<file path="src/include/mmu_settings.svh">
// SV39 only: the address and page-number widths are fixed by that mode, only the TLB depth may change
`ifndef MMU_SETTINGS_SVH
`define MMU_SETTINGS_SVH

// ----------------------------------------
// address widths
// ----------------------------------------

// virtual address, three 9-bit vpn levels plus 12-bit offset
`define MMU_VLEN 39

// physical address as seen by the load/store unit
`define MMU_PLEN 56

// physical page number held in a leaf pte
`define MMU_PPN_W 44

// ----------------------------------------
// tlb sizing
// ----------------------------------------

// address space identifier carried in satp
`define MMU_ASID_W 16

// default number of data TLB entries
// any value >= 1 works, replacement is round robin once full
`define MMU_TLB_ENTRIES 4

`endif
</file>
<file path="src/hdl/mmu_pkg.sv">
// Types for the SV39 load/store MMU; widths come from mmu_settings.svh, which must be on the include path
`include "mmu_settings.svh"

package mmu_pkg;

    // ----------------------------------------
    // privilege and exception codes
    // ----------------------------------------

    // hypervisor level 2 is not supported
    typedef enum logic [1:0] {
        PRIV_LVL_U = 2'd0,
        PRIV_LVL_S = 2'd1,
        PRIV_LVL_M = 2'd3
    } priv_lvl_e;

    // only the two page faults can come out of this unit
    typedef enum logic [5:0] {
        EXC_NONE          = 6'd0,
        EXC_LD_PAGE_FAULT = 6'd13,
        EXC_ST_PAGE_FAULT = 6'd15
    } exc_cause_e;

    typedef struct packed {
        logic [5:0]  cause;
        // faulting vaddr, sign-extended from bit 38
        logic [63:0] tval;
        logic        valid;
    } exc_t;

    // ----------------------------------------
    // page table entry and vaddr views
    // ----------------------------------------

    // sv39 leaf entry without the reserved upper bits
    typedef struct packed {
        logic [`MMU_PPN_W-1:0] ppn;
        logic [1:0]            rsw;
        logic                  d;
        logic                  a;
        logic                  g;
        logic                  u;
        logic                  x;
        logic                  w;
        logic                  r;
        logic                  v;
    } pte_t;

    // same 39 bits, split per page size
    typedef union packed {
        struct packed {
            logic [8:0]  vpn2;
            logic [8:0]  vpn1;
            logic [8:0]  vpn0;
            logic [11:0] off;
        } p4k;
        struct packed {
            logic [8:0]  vpn2;
            logic [8:0]  vpn1;
            logic [20:0] off;
        } p2m;
        struct packed {
            logic [8:0]  vpn2;
            logic [29:0] off;
        } p1g;
    } sv39_vaddr_u;

    // ----------------------------------------
    // tlb ports
    // ----------------------------------------

    typedef struct packed {
        logic                   valid;
        logic [26:0]            vpn;
        logic [`MMU_ASID_W-1:0] asid;
        pte_t                   pte;
        logic                   is_2m;
        logic                   is_1g;
    } tlb_update_t;

    typedef struct packed {
        logic hit;
        pte_t pte;
        logic is_2m;
        logic is_1g;
    } tlb_lookup_t;

    // ----------------------------------------
    // load/store side
    // ----------------------------------------

    // translation controls, held stable while a request is in flight
    typedef struct packed {
        logic                   en;
        priv_lvl_e              priv;
        logic                   sum;
        logic                   mxr;
        logic [`MMU_ASID_W-1:0] asid;
    } xlate_ctrl_t;

    typedef struct packed {
        logic                 valid;
        logic [`MMU_VLEN-1:0] vaddr;
        logic                 is_store;
    } lsu_req_t;

    typedef struct packed {
        logic                 valid;
        logic [`MMU_PLEN-1:0] paddr;
        exc_t                 exc;
    } lsu_rsp_t;

endpackage

</file>
<file path="src/hdl/mmu_top.sv">
// Load/store MMU top; no page walker inside, TLB refills arrive on tlb_update_i after a miss
module mmu_top (
    input  logic                 clk_i,
    input  logic                 rst_ni,
    input  logic                 flush_i,
    input  mmu_pkg::xlate_ctrl_t ctrl_i,
    input  mmu_pkg::lsu_req_t    lsu_req_i,
    input  mmu_pkg::tlb_update_t tlb_update_i,
    // cycle 0
    output logic                 dtlb_hit_o,
    // cycle 1
    output mmu_pkg::lsu_rsp_t    lsu_rsp_o,
    output logic                 dtlb_miss_o
);

    mmu_pkg::tlb_lookup_t dtlb_lu;

    // ----------------------------------------
    // data tlb
    // ----------------------------------------

    dtlb i_dtlb (
        .clk_i       ( clk_i           ),
        .rst_ni      ( rst_ni          ),
        .flush_i     ( flush_i         ),
        .update_i    ( tlb_update_i    ),
        .lu_access_i ( lsu_req_i.valid ),
        .lu_vaddr_i  ( lsu_req_i.vaddr ),
        .lu_asid_i   ( ctrl_i.asid     ),
        .lu_o        ( dtlb_lu         )
    );

    // bare mode always counts as a hit
    assign dtlb_hit_o = ctrl_i.en ? dtlb_lu.hit : 1'b1;

    // ----------------------------------------
    // translation stage
    // ----------------------------------------

    ld_st_xlate i_xlate (
        .clk_i    ( clk_i       ),
        .rst_ni   ( rst_ni      ),
        .req_i    ( lsu_req_i   ),
        .lookup_i ( dtlb_lu     ),
        .ctrl_i   ( ctrl_i      ),
        .rsp_o    ( lsu_rsp_o   ),
        .miss_o   ( dtlb_miss_o )
    );

endmodule

</file>
<file path="src/hdl/ld_st_xlate.sv">
// One register stage so the response comes a cycle after the request; ctrl_i must hold until then
`include "mmu_settings.svh"

module ld_st_xlate (
    input  logic                  clk_i,
    input  logic                  rst_ni,
    input  mmu_pkg::lsu_req_t     req_i,
    input  mmu_pkg::tlb_lookup_t  lookup_i,
    input  mmu_pkg::xlate_ctrl_t  ctrl_i,
    output mmu_pkg::lsu_rsp_t     rsp_o,
    output logic                  miss_o
);

    // control flops
    logic req_vld_q;
    logic hit_q;

    // payload flops
    logic [`MMU_VLEN-1:0] vaddr_q;
    logic                 is_store_q;
    mmu_pkg::pte_t        pte_q;
    logic                 is_2m_q;
    logic                 is_1g_q;

    mmu_pkg::sv39_vaddr_u va;
    logic [`MMU_PLEN-1:0] xlate_paddr;
    logic                 perm_fault;

    // ----------------------------------------
    // request stage
    // ----------------------------------------

    always_ff @(posedge clk_i or negedge rst_ni) begin : ctrl_regs
        if (!rst_ni) begin
            req_vld_q <= 1'b0;
            hit_q     <= 1'b0;
        end else begin
            req_vld_q <= req_i.valid;
            hit_q     <= lookup_i.hit;
        end
    end

    // request payload and lookup result
    always_ff @(posedge clk_i) begin : payload_regs
        vaddr_q    <= req_i.vaddr;
        is_store_q <= req_i.is_store;
        pte_q      <= lookup_i.pte;
        is_2m_q    <= lookup_i.is_2m;
        is_1g_q    <= lookup_i.is_1g;
    end

    // ----------------------------------------
    // physical address
    // ----------------------------------------

    assign va = vaddr_q;

    // ppn on top and the offset widens with the page size
    always_comb begin : splice
        xlate_paddr = {pte_q.ppn, va.p4k.off};
        if (is_2m_q) begin
            xlate_paddr[20:0] = va.p2m.off;
        end
        if (is_1g_q) begin
            xlate_paddr[29:0] = va.p1g.off;
        end
    end

    pte_perm_check i_perm (
        .pte_i      ( pte_q       ),
        .is_store_i ( is_store_q  ),
        .priv_i     ( ctrl_i.priv ),
        .sum_i      ( ctrl_i.sum  ),
        .mxr_i      ( ctrl_i.mxr  ),
        .fault_o    ( perm_fault  )
    );

    // ----------------------------------------
    // response
    // ----------------------------------------

    always_comb begin : response
        // bare mode passes the vaddr through
        rsp_o.valid     = req_vld_q;
        rsp_o.paddr     = {{(`MMU_PLEN - `MMU_VLEN){1'b0}}, vaddr_q};
        rsp_o.exc.cause = mmu_pkg::EXC_NONE;
        rsp_o.exc.tval  = '0;
        rsp_o.exc.valid = 1'b0;
        miss_o          = 1'b0;

        if (ctrl_i.en) begin
            rsp_o.valid = req_vld_q && hit_q;
            rsp_o.paddr = xlate_paddr;
            // a miss keeps the response quiet until the lsu retries
            miss_o      = req_vld_q && !hit_q;
            if (req_vld_q && hit_q && perm_fault) begin
                rsp_o.exc.cause = is_store_q ? mmu_pkg::EXC_ST_PAGE_FAULT
                                             : mmu_pkg::EXC_LD_PAGE_FAULT;
                rsp_o.exc.tval  = {{(64 - `MMU_VLEN){vaddr_q[`MMU_VLEN-1]}}, vaddr_q};
                rsp_o.exc.valid = 1'b1;
            end
        end
    end

    // ----------------------------------------
    // assertions
    // ----------------------------------------

    // the tlb only reports a hit for a valid request
    a_hit_has_req: assert property (@(posedge clk_i) disable iff (!rst_ni)
        hit_q |-> req_vld_q)
        else $error("ld_st_xlate: registered hit without a registered request");

    // ctrl_i feeds the permission check of the request in flight
    a_ctrl_stable: assert property (@(posedge clk_i) disable iff (!rst_ni)
        req_vld_q |-> $stable(ctrl_i))
        else $error("ld_st_xlate: ctrl_i changed while a request was in flight");

endmodule

</file>
<file path="src/hdl/pte_perm_check.sv">
// Combinational leaf permission check for loads and stores; a and v bits are not checked here
module pte_perm_check (
    input  mmu_pkg::pte_t      pte_i,
    input  logic               is_store_i,
    input  mmu_pkg::priv_lvl_e priv_i,
    input  logic               sum_i,
    input  logic               mxr_i,
    output logic               fault_o
);

    logic priv_fault;
    logic readable;
    logic ld_fault;
    logic st_fault;

    // ----------------------------------------
    // privilege
    // ----------------------------------------

    // user mode needs a user page
    // supervisor mode may touch user pages only with sum
    // machine mode never takes a privilege fault
    assign priv_fault =
        ((priv_i == mmu_pkg::PRIV_LVL_U) && !pte_i.u) ||
        ((priv_i == mmu_pkg::PRIV_LVL_S) && pte_i.u && !sum_i);

    // ----------------------------------------
    // access type
    // ----------------------------------------

    // mxr lets loads read execute-only pages
    assign readable = pte_i.r || (mxr_i && pte_i.x);

    // load side
    assign ld_fault = priv_fault || !readable;

    // store side, d clear counts as fault since
    // no hardware dirty-bit update happens here
    assign st_fault = priv_fault || !pte_i.w || !pte_i.d;

    // cause is picked by the caller from is_store
    assign fault_o = is_store_i ? st_fault : ld_fault;

endmodule

</file>
<file path="src/hdl/dtlb.sv">
// Fully associative data TLB; lookup is combinational, one update per cycle, flush beats update
`include "mmu_settings.svh"

module dtlb #(
    parameter int unsigned NR_ENTRIES = `MMU_TLB_ENTRIES
) (
    input  logic                   clk_i,
    input  logic                   rst_ni,
    input  logic                   flush_i,
    input  mmu_pkg::tlb_update_t   update_i,
    input  logic                   lu_access_i,
    input  mmu_pkg::sv39_vaddr_u   lu_vaddr_i,
    input  logic [`MMU_ASID_W-1:0] lu_asid_i,
    output mmu_pkg::tlb_lookup_t   lu_o
);

    // index width, kept at 1 for a single-entry tlb
    localparam int unsigned IDX_W = (NR_ENTRIES > 1) ? $clog2(NR_ENTRIES) : 1;

    // tag per entry, vpn kept split along the sv39 levels
    typedef struct packed {
        logic [`MMU_ASID_W-1:0] asid;
        logic [8:0]             vpn2;
        logic [8:0]             vpn1;
        logic [8:0]             vpn0;
        logic                   is_2m;
        logic                   is_1g;
    } tag_t;

    logic [NR_ENTRIES-1:0] valid_q;
    tag_t                  tag_q [NR_ENTRIES];
    mmu_pkg::pte_t         pte_q [NR_ENTRIES];
    logic [IDX_W-1:0]      victim_q;

    logic [NR_ENTRIES-1:0] hit_vec;
    logic                  free_found;
    logic [IDX_W-1:0]      free_idx;
    logic [IDX_W-1:0]      wr_idx;

    // ----------------------------------------
    // lookup
    // ----------------------------------------

    // superpages ignore the lower vpn levels
    always_comb begin : tag_match
        for (int unsigned i = 0; i < NR_ENTRIES; i++) begin
            hit_vec[i] = valid_q[i]
                && (tag_q[i].asid == lu_asid_i || pte_q[i].g)
                && (tag_q[i].vpn2 == lu_vaddr_i.p1g.vpn2)
                && (tag_q[i].is_1g || tag_q[i].vpn1 == lu_vaddr_i.p2m.vpn1)
                && (tag_q[i].is_1g || tag_q[i].is_2m
                    || tag_q[i].vpn0 == lu_vaddr_i.p4k.vpn0);
        end
    end

    // one-hot select of the matching entry
    always_comb begin : read_out
        lu_o     = '0;
        lu_o.hit = lu_access_i && (|hit_vec);
        for (int unsigned i = 0; i < NR_ENTRIES; i++) begin
            if (hit_vec[i]) begin
                lu_o.pte   = pte_q[i];
                lu_o.is_2m = tag_q[i].is_2m;
                lu_o.is_1g = tag_q[i].is_1g;
            end
        end
    end

    // ----------------------------------------
    // replacement
    // ----------------------------------------

    // scan downwards so the lowest free slot is the one that sticks
    always_comb begin : find_free
        free_found = 1'b0;
        free_idx   = '0;
        for (int i = NR_ENTRIES - 1; i >= 0; i--) begin
            if (!valid_q[i]) begin
                free_found = 1'b1;
                free_idx   = IDX_W'(i);
            end
        end
    end

    // victim pointer only used once the tlb is full
    assign wr_idx = free_found ? free_idx : victim_q;

    always_ff @(posedge clk_i or negedge rst_ni) begin : ctrl_regs
        if (!rst_ni) begin
            valid_q  <= '0;
            victim_q <= '0;
        end else if (flush_i) begin
            valid_q <= '0;
        end else if (update_i.valid) begin
            valid_q[wr_idx] <= 1'b1;
            // round robin, wraps at the last entry
            if (!free_found) begin
                if (victim_q == IDX_W'(NR_ENTRIES - 1)) begin
                    victim_q <= '0;
                end else begin
                    victim_q <= victim_q + 1'b1;
                end
            end
        end
    end

    // tag and pte storage
    always_ff @(posedge clk_i) begin : entry_write
        if (update_i.valid) begin
            tag_q[wr_idx].asid  <= update_i.asid;
            tag_q[wr_idx].vpn2  <= update_i.vpn[26:18];
            tag_q[wr_idx].vpn1  <= update_i.vpn[17:9];
            tag_q[wr_idx].vpn0  <= update_i.vpn[8:0];
            tag_q[wr_idx].is_2m <= update_i.is_2m;
            tag_q[wr_idx].is_1g <= update_i.is_1g;
            pte_q[wr_idx]       <= update_i.pte;
        end
    end

    // ----------------------------------------
    // assertions
    // ----------------------------------------

    // overlapping entries would make the read-out mux ambiguous
    a_hit_onehot: assert property (@(posedge clk_i) disable iff (!rst_ni)
        lu_access_i |-> $onehot0(hit_vec))
        else $error("dtlb: more than one entry hit");

    a_upd_size: assert property (@(posedge clk_i) disable iff (!rst_ni)
        update_i.valid |-> !(update_i.is_2m && update_i.is_1g))
        else $error("dtlb: update marks both 2M and 1G page");

endmodule

</file>
<file path="config.mk">
export PLATFORM = sky130hd
export DESIGN_NAME = mmu_top
export DESIGN_NICKNAME = d
export VERILOG_FILES = /design/src/hdl/mmu_pkg.sv /design/src/hdl/mmu_top.sv /design/src/hdl/ld_st_xlate.sv /design/src/hdl/pte_perm_check.sv /design/src/hdl/dtlb.sv
export VERILOG_INCLUDE_DIRS = /design/src /design/src/include
export SDC_FILE = /design/constraint.sdc
export NUM_CORES = 1
export LEC_CHECK = 0
export BUFFER_PORTS_ARGS = -buffer_cell sky130_fd_sc_hd__clkbuf_2
export CAP_MARGIN = 10
export CORE_MARGIN = 2
export CORE_UTILIZATION = 55
export CTS_BUF_LIST = sky130_fd_sc_hd__clkbuf_2 sky130_fd_sc_hd__clkbuf_4 sky130_fd_sc_hd__clkbuf_8
export CTS_CLUSTER_SIZE = 20
export DETAILED_ROUTE_END_ITERATION = 12
export HOLD_SLACK_MARGIN = 0.03
export PLACE_DENSITY = 0.89
export SYNTH_ARGS = -nofsm -noshare
export SYNTH_HDL_FRONTEND = slang
export SYNTH_SLANG_ARGS = --single-unit
</file>
<file path="constraint.sdc">
create_clock -name clk_i -period 7.22 [get_ports clk_i]
set_input_delay 0.722 -clock clk_i [delete_from_list [all_inputs] [get_ports clk_i]]
set_output_delay 0.722 -clock clk_i [all_outputs]
set_load 0.01 [all_outputs]
</file>
==> results.tsv <==
stage	metric	value	unit
setup_path	critPathKind	flop to output port	
setup_path	cp_slowest_cell	nor4_4	
layout	syn_to_final_growth	17.2	%
global_routing	grt_max_degree	65	
timing	worst_slew_pin_slew	1.19	ns
route	ant_nets	0	
setup_path	reg2reg_depth	8	
cts	cts_tree	built	
power	power_frac_comb	4.5	%
power	pwr-share-seq	55.1	%
timing	period_share	66.3	%
synthesis	ys.flop_type	edfxtp_1	
route	routed_via_density	5.63	
power	netSwitchingFraction	21.6	%
setup_path	r2r_end	i_xlate.pte_q[15]	
layout	drive_above_1_share	30.6	%
synthesis	netlist_instances	1199	
die	core-area	0.0326	sq mm
setup_path	critical_path_cell_count	8	
layout	mostFrequentLayoutCells	380 x edfxtp_1, 288 x clkbuf_2, 144 x xor2_1, 105 x nand2_1, 91 x dfxtp_1	
place	place_worst_setup_slack	2.52	ns
cts	numCtsBuffers	76	
timing	maxSlewHeadroom	20.3	%
setup_path	worstPathArrival	4.06	ns
global_routing	grt_use_total	25.0	%
timing	fmax	209	MHz
power	ir_drop	0.270	mV
power	leakagePower	7.91	nW
cts	root_buffer	clkbuf_8	
route	drt-initial-drc-count	1014	
outcome	status	finished clean	
flow_run	maxCapViolations	0	
route	vias	11200	
synthesis	netlist_top_cells_area	edfxtp_1 62%, dfxtp_1 10%, xor2_1 6.9%	
layout	final_util	65.6	%
cts	htree_num_levels	3	
hold_path	min_path_cells	1	
timing	fin_ws	2.44	ns
hold_path	hold_end	i_xlate.va[7]	
place	place.port_buffers	288	
timing	slew_violations	0	
setup_path	path_buf_inv	2	
die	num_io_pins	295	
route	drc_errors	0	
timing	fin_skew	0.0335	ns
global_routing	grt_pass1_vias	11400	
synthesis	ys_seq_elements	479	
setup_path	cp-end-kind	output port	
synthesis	async_flop_share	1.67	%
timing	setup_viol	0	
cts	clk_pin_slew	0.06	ns
route	avgRoutedWirePerCell	21.7	microns
timing	rsz0062_at_grt	false	
power	p_per_area	263	mW/mm^2
layout	multi_input_area	0.00434	sq mm
die	rows	66	
timing	tns	0	ns
cts	post_cts_buffers	0	
layout	final_common_cell	edfxtp_1	
global_routing	antenna_found_initial	6	
synthesis	yosys.area.top_type	edfxtp_1	
setup_path	max_stage_delay	0.76	ns
die	dieArea	0.0347	sq mm
global_routing	grt_pass1_wl	63600	microns
cts	clockBufferDepth	3	
layout	nFillCells	2204	
synthesis	avgSynthCellArea	15.2	sq um
route	wl	43300	microns
power	p_int	0.00441	W
die	die_y	186	microns
timing	period_needed	4.78	ns
place	place_congestion	0.840	
synthesis	yosys_warnings	0	
route	dr.pass1.iters	5	
synthesis	synth_area	0.0183	sq mm
place	dp_hpwl	26600	microns
die	initial_utilization	56.0	%
synthesis	synth_cell_types	51	
layout	stdcell_area	0.0214	sq mm
setup_path	startpoint_type	flop	
synthesis	synth-edff-count	380	
hold_path	hp-start	lsu_req_i[8]	
synthesis	yosysTopAreaCellShare	62.5	%
setup_path	critical-path-top-delay-family	simple AND/OR/NAND/NOR gates	
hold_path	hold_class	primary input to flop	
setup_path	worstPathMaxFanout	43	
layout	regArea	0.0134	sq mm
power	p_switching	0.00121	W
timing	hold_violations	0	
power	clockPowerShare	40.4	%
place	placed_area	0.0199	sq mm
cts	clkLatencyLatePin	0.62	ns
global_routing	grt-ovfl-total	0	
setup_path	reg2reg_from	i_dtlb.tag_q[3][43]	
setup_path	reg2reg_slack	3.25	ns
die	fp.dieW	186	microns
layout	nNetsFinal	1656	
cts	cts_resized	0	
setup_path	required	6.50	ns
synthesis	ys_seq_area_share	73.6	%
setup_path	crit_chain	xor2_1 > nor4_1 > a41oi_1 > nor4_4 > buf_4 > o41a_1 > nand2b_1 > clkbuf_2	
cts	clock-sinks	479	
[sequential cells by signal, indices dropped and copies added (netlist names)]
name and flops:
i_xlate.is_2m_q 1, i_xlate.req_vld_q 1, i_dtlb.victim_q 2, i_dtlb.pte_q 200
i_xlate.pte_q 49, i_xlate.va 39, i_dtlb.tag_q 180, i_dtlb.valid_q 4
i_xlate.hit_q 1, i_xlate.is_1g_q 1, i_xlate.is_store_q 1
[layout make-up]
class,instances,area share (%)
Sequential cell,479,62.8
Antenna cell,2,0.0234
Tap cell,442,2.58
Inverter,3,0.0526
Timing Repair Buffer,301,7.20
Multi-Input combinational cell,629,20.3
Clock inverter,21,0.538
Clock buffer,117,6.59
[kinds of logic (layout without fill, tap and decap cells)]
family,Yosys count,count (layout),share of synthesized area [%]
simple gates,297,297,8.29
flops,479,479,73.6
fa+ha+maj,1,1,0.0685
buf+inv,92,442,3.06
other cells,1,4,0.0205
compound gates,128,128,4.96
mux,29,29,1.79
xor+xnor,172,172,8.25
[power groups by stage]
stage / clock (W) / sequential [W] / combinational (W)
final: 0.00227 / 0.00310 / 0.000251
after global routing: 0.00244 / 0.00310 / 0.000271
after CTS: 0.00231 / 0.00310 / 0.000253
after detailed placement: 0 / 0.00315 / 0.000249
after global placement: 0 / 0.00315 / 0.000239
after floorplan: 0 / 0.00316 / 0.000111
[cells in the mapped netlist (2+ instances only)]
cell and count:
nand2_1 105, inv_1 3, a41oi_1 6, or4_1 2
xor2_1 144, and2_1 57, nor2_1 20, nand4_1 7
nor3_1 9, nand3_1 52, buf_6 2, dfxtp_1 91
nor4_1 29, dfrtp_1 8, o21ai_0 3, a21boi_0 2
a32oi_1 49, nand2b_1 2, xnor2_1 28, buf_2 21
a21oi_1 4, a311oi_1 3, edfxtp_1 380, buf_4 46
a41o_1 2, mux2_2 29, clkbuf_1 19, and3_1 3
o21ai_1 51
[worst max path at each step]
| stage | slack, ns | start | endpoint |
|---|---|---|---|
| global route | 2.24 | i_dtlb.tag_q[3][43] | dtlb_hit_o |
| finish | 2.44 | i_dtlb.tag_q[3][43] | dtlb_hit_o |
| global placement | 2.61 | ctrl_i[14] | dtlb_hit_o |
| floorplan | 1.68 | tlb_update_i[99] | i_dtlb.pte_q[2][10] |
| detailed placement | 2.52 | ctrl_i[9] | dtlb_hit_o |
| CTS | 2.40 | i_dtlb.tag_q[3][43] | dtlb_hit_o |
[worst reg2reg max path, stage by stage (launching register included)]
cell      delay [ns]
edfxtp_1        0.40
xor2_1          0.18
nor4_1          0.40
a41oi_1         0.48
nor4_4          0.76
buf_4           0.67
nor2_4          0.27
buf_4           0.38
a32oi_1         0.32
[per-stage QoR]
stage          total power, W  hold slack (ns)  instances
2_1_floorplan         0.00327            0.424       1200
3_3_place_gp          0.00339            0.437       1853
3_5_place_dp          0.00340            0.458       1853
4_1_cts               0.00566            0.169       1992
5_1_grt               0.00581            0.172       1994
6_report              0.00562            0.202       1994
[routing by layer]
metal	track usage, %	up-vias	wire, microns
li1	-	4993	-
met1	30.9	5483	16700
met2	42.3	639	21500
met3	6.17	101	3980
met4	10.4	6	1200
met5	0	-	41
[timing repair]
item	in CTS	in global routing
setup endpoints to repair	0	0
endpoints found under the hold margin	8	0
hold buffers	1	0
(Power assumes the default switching activity.)
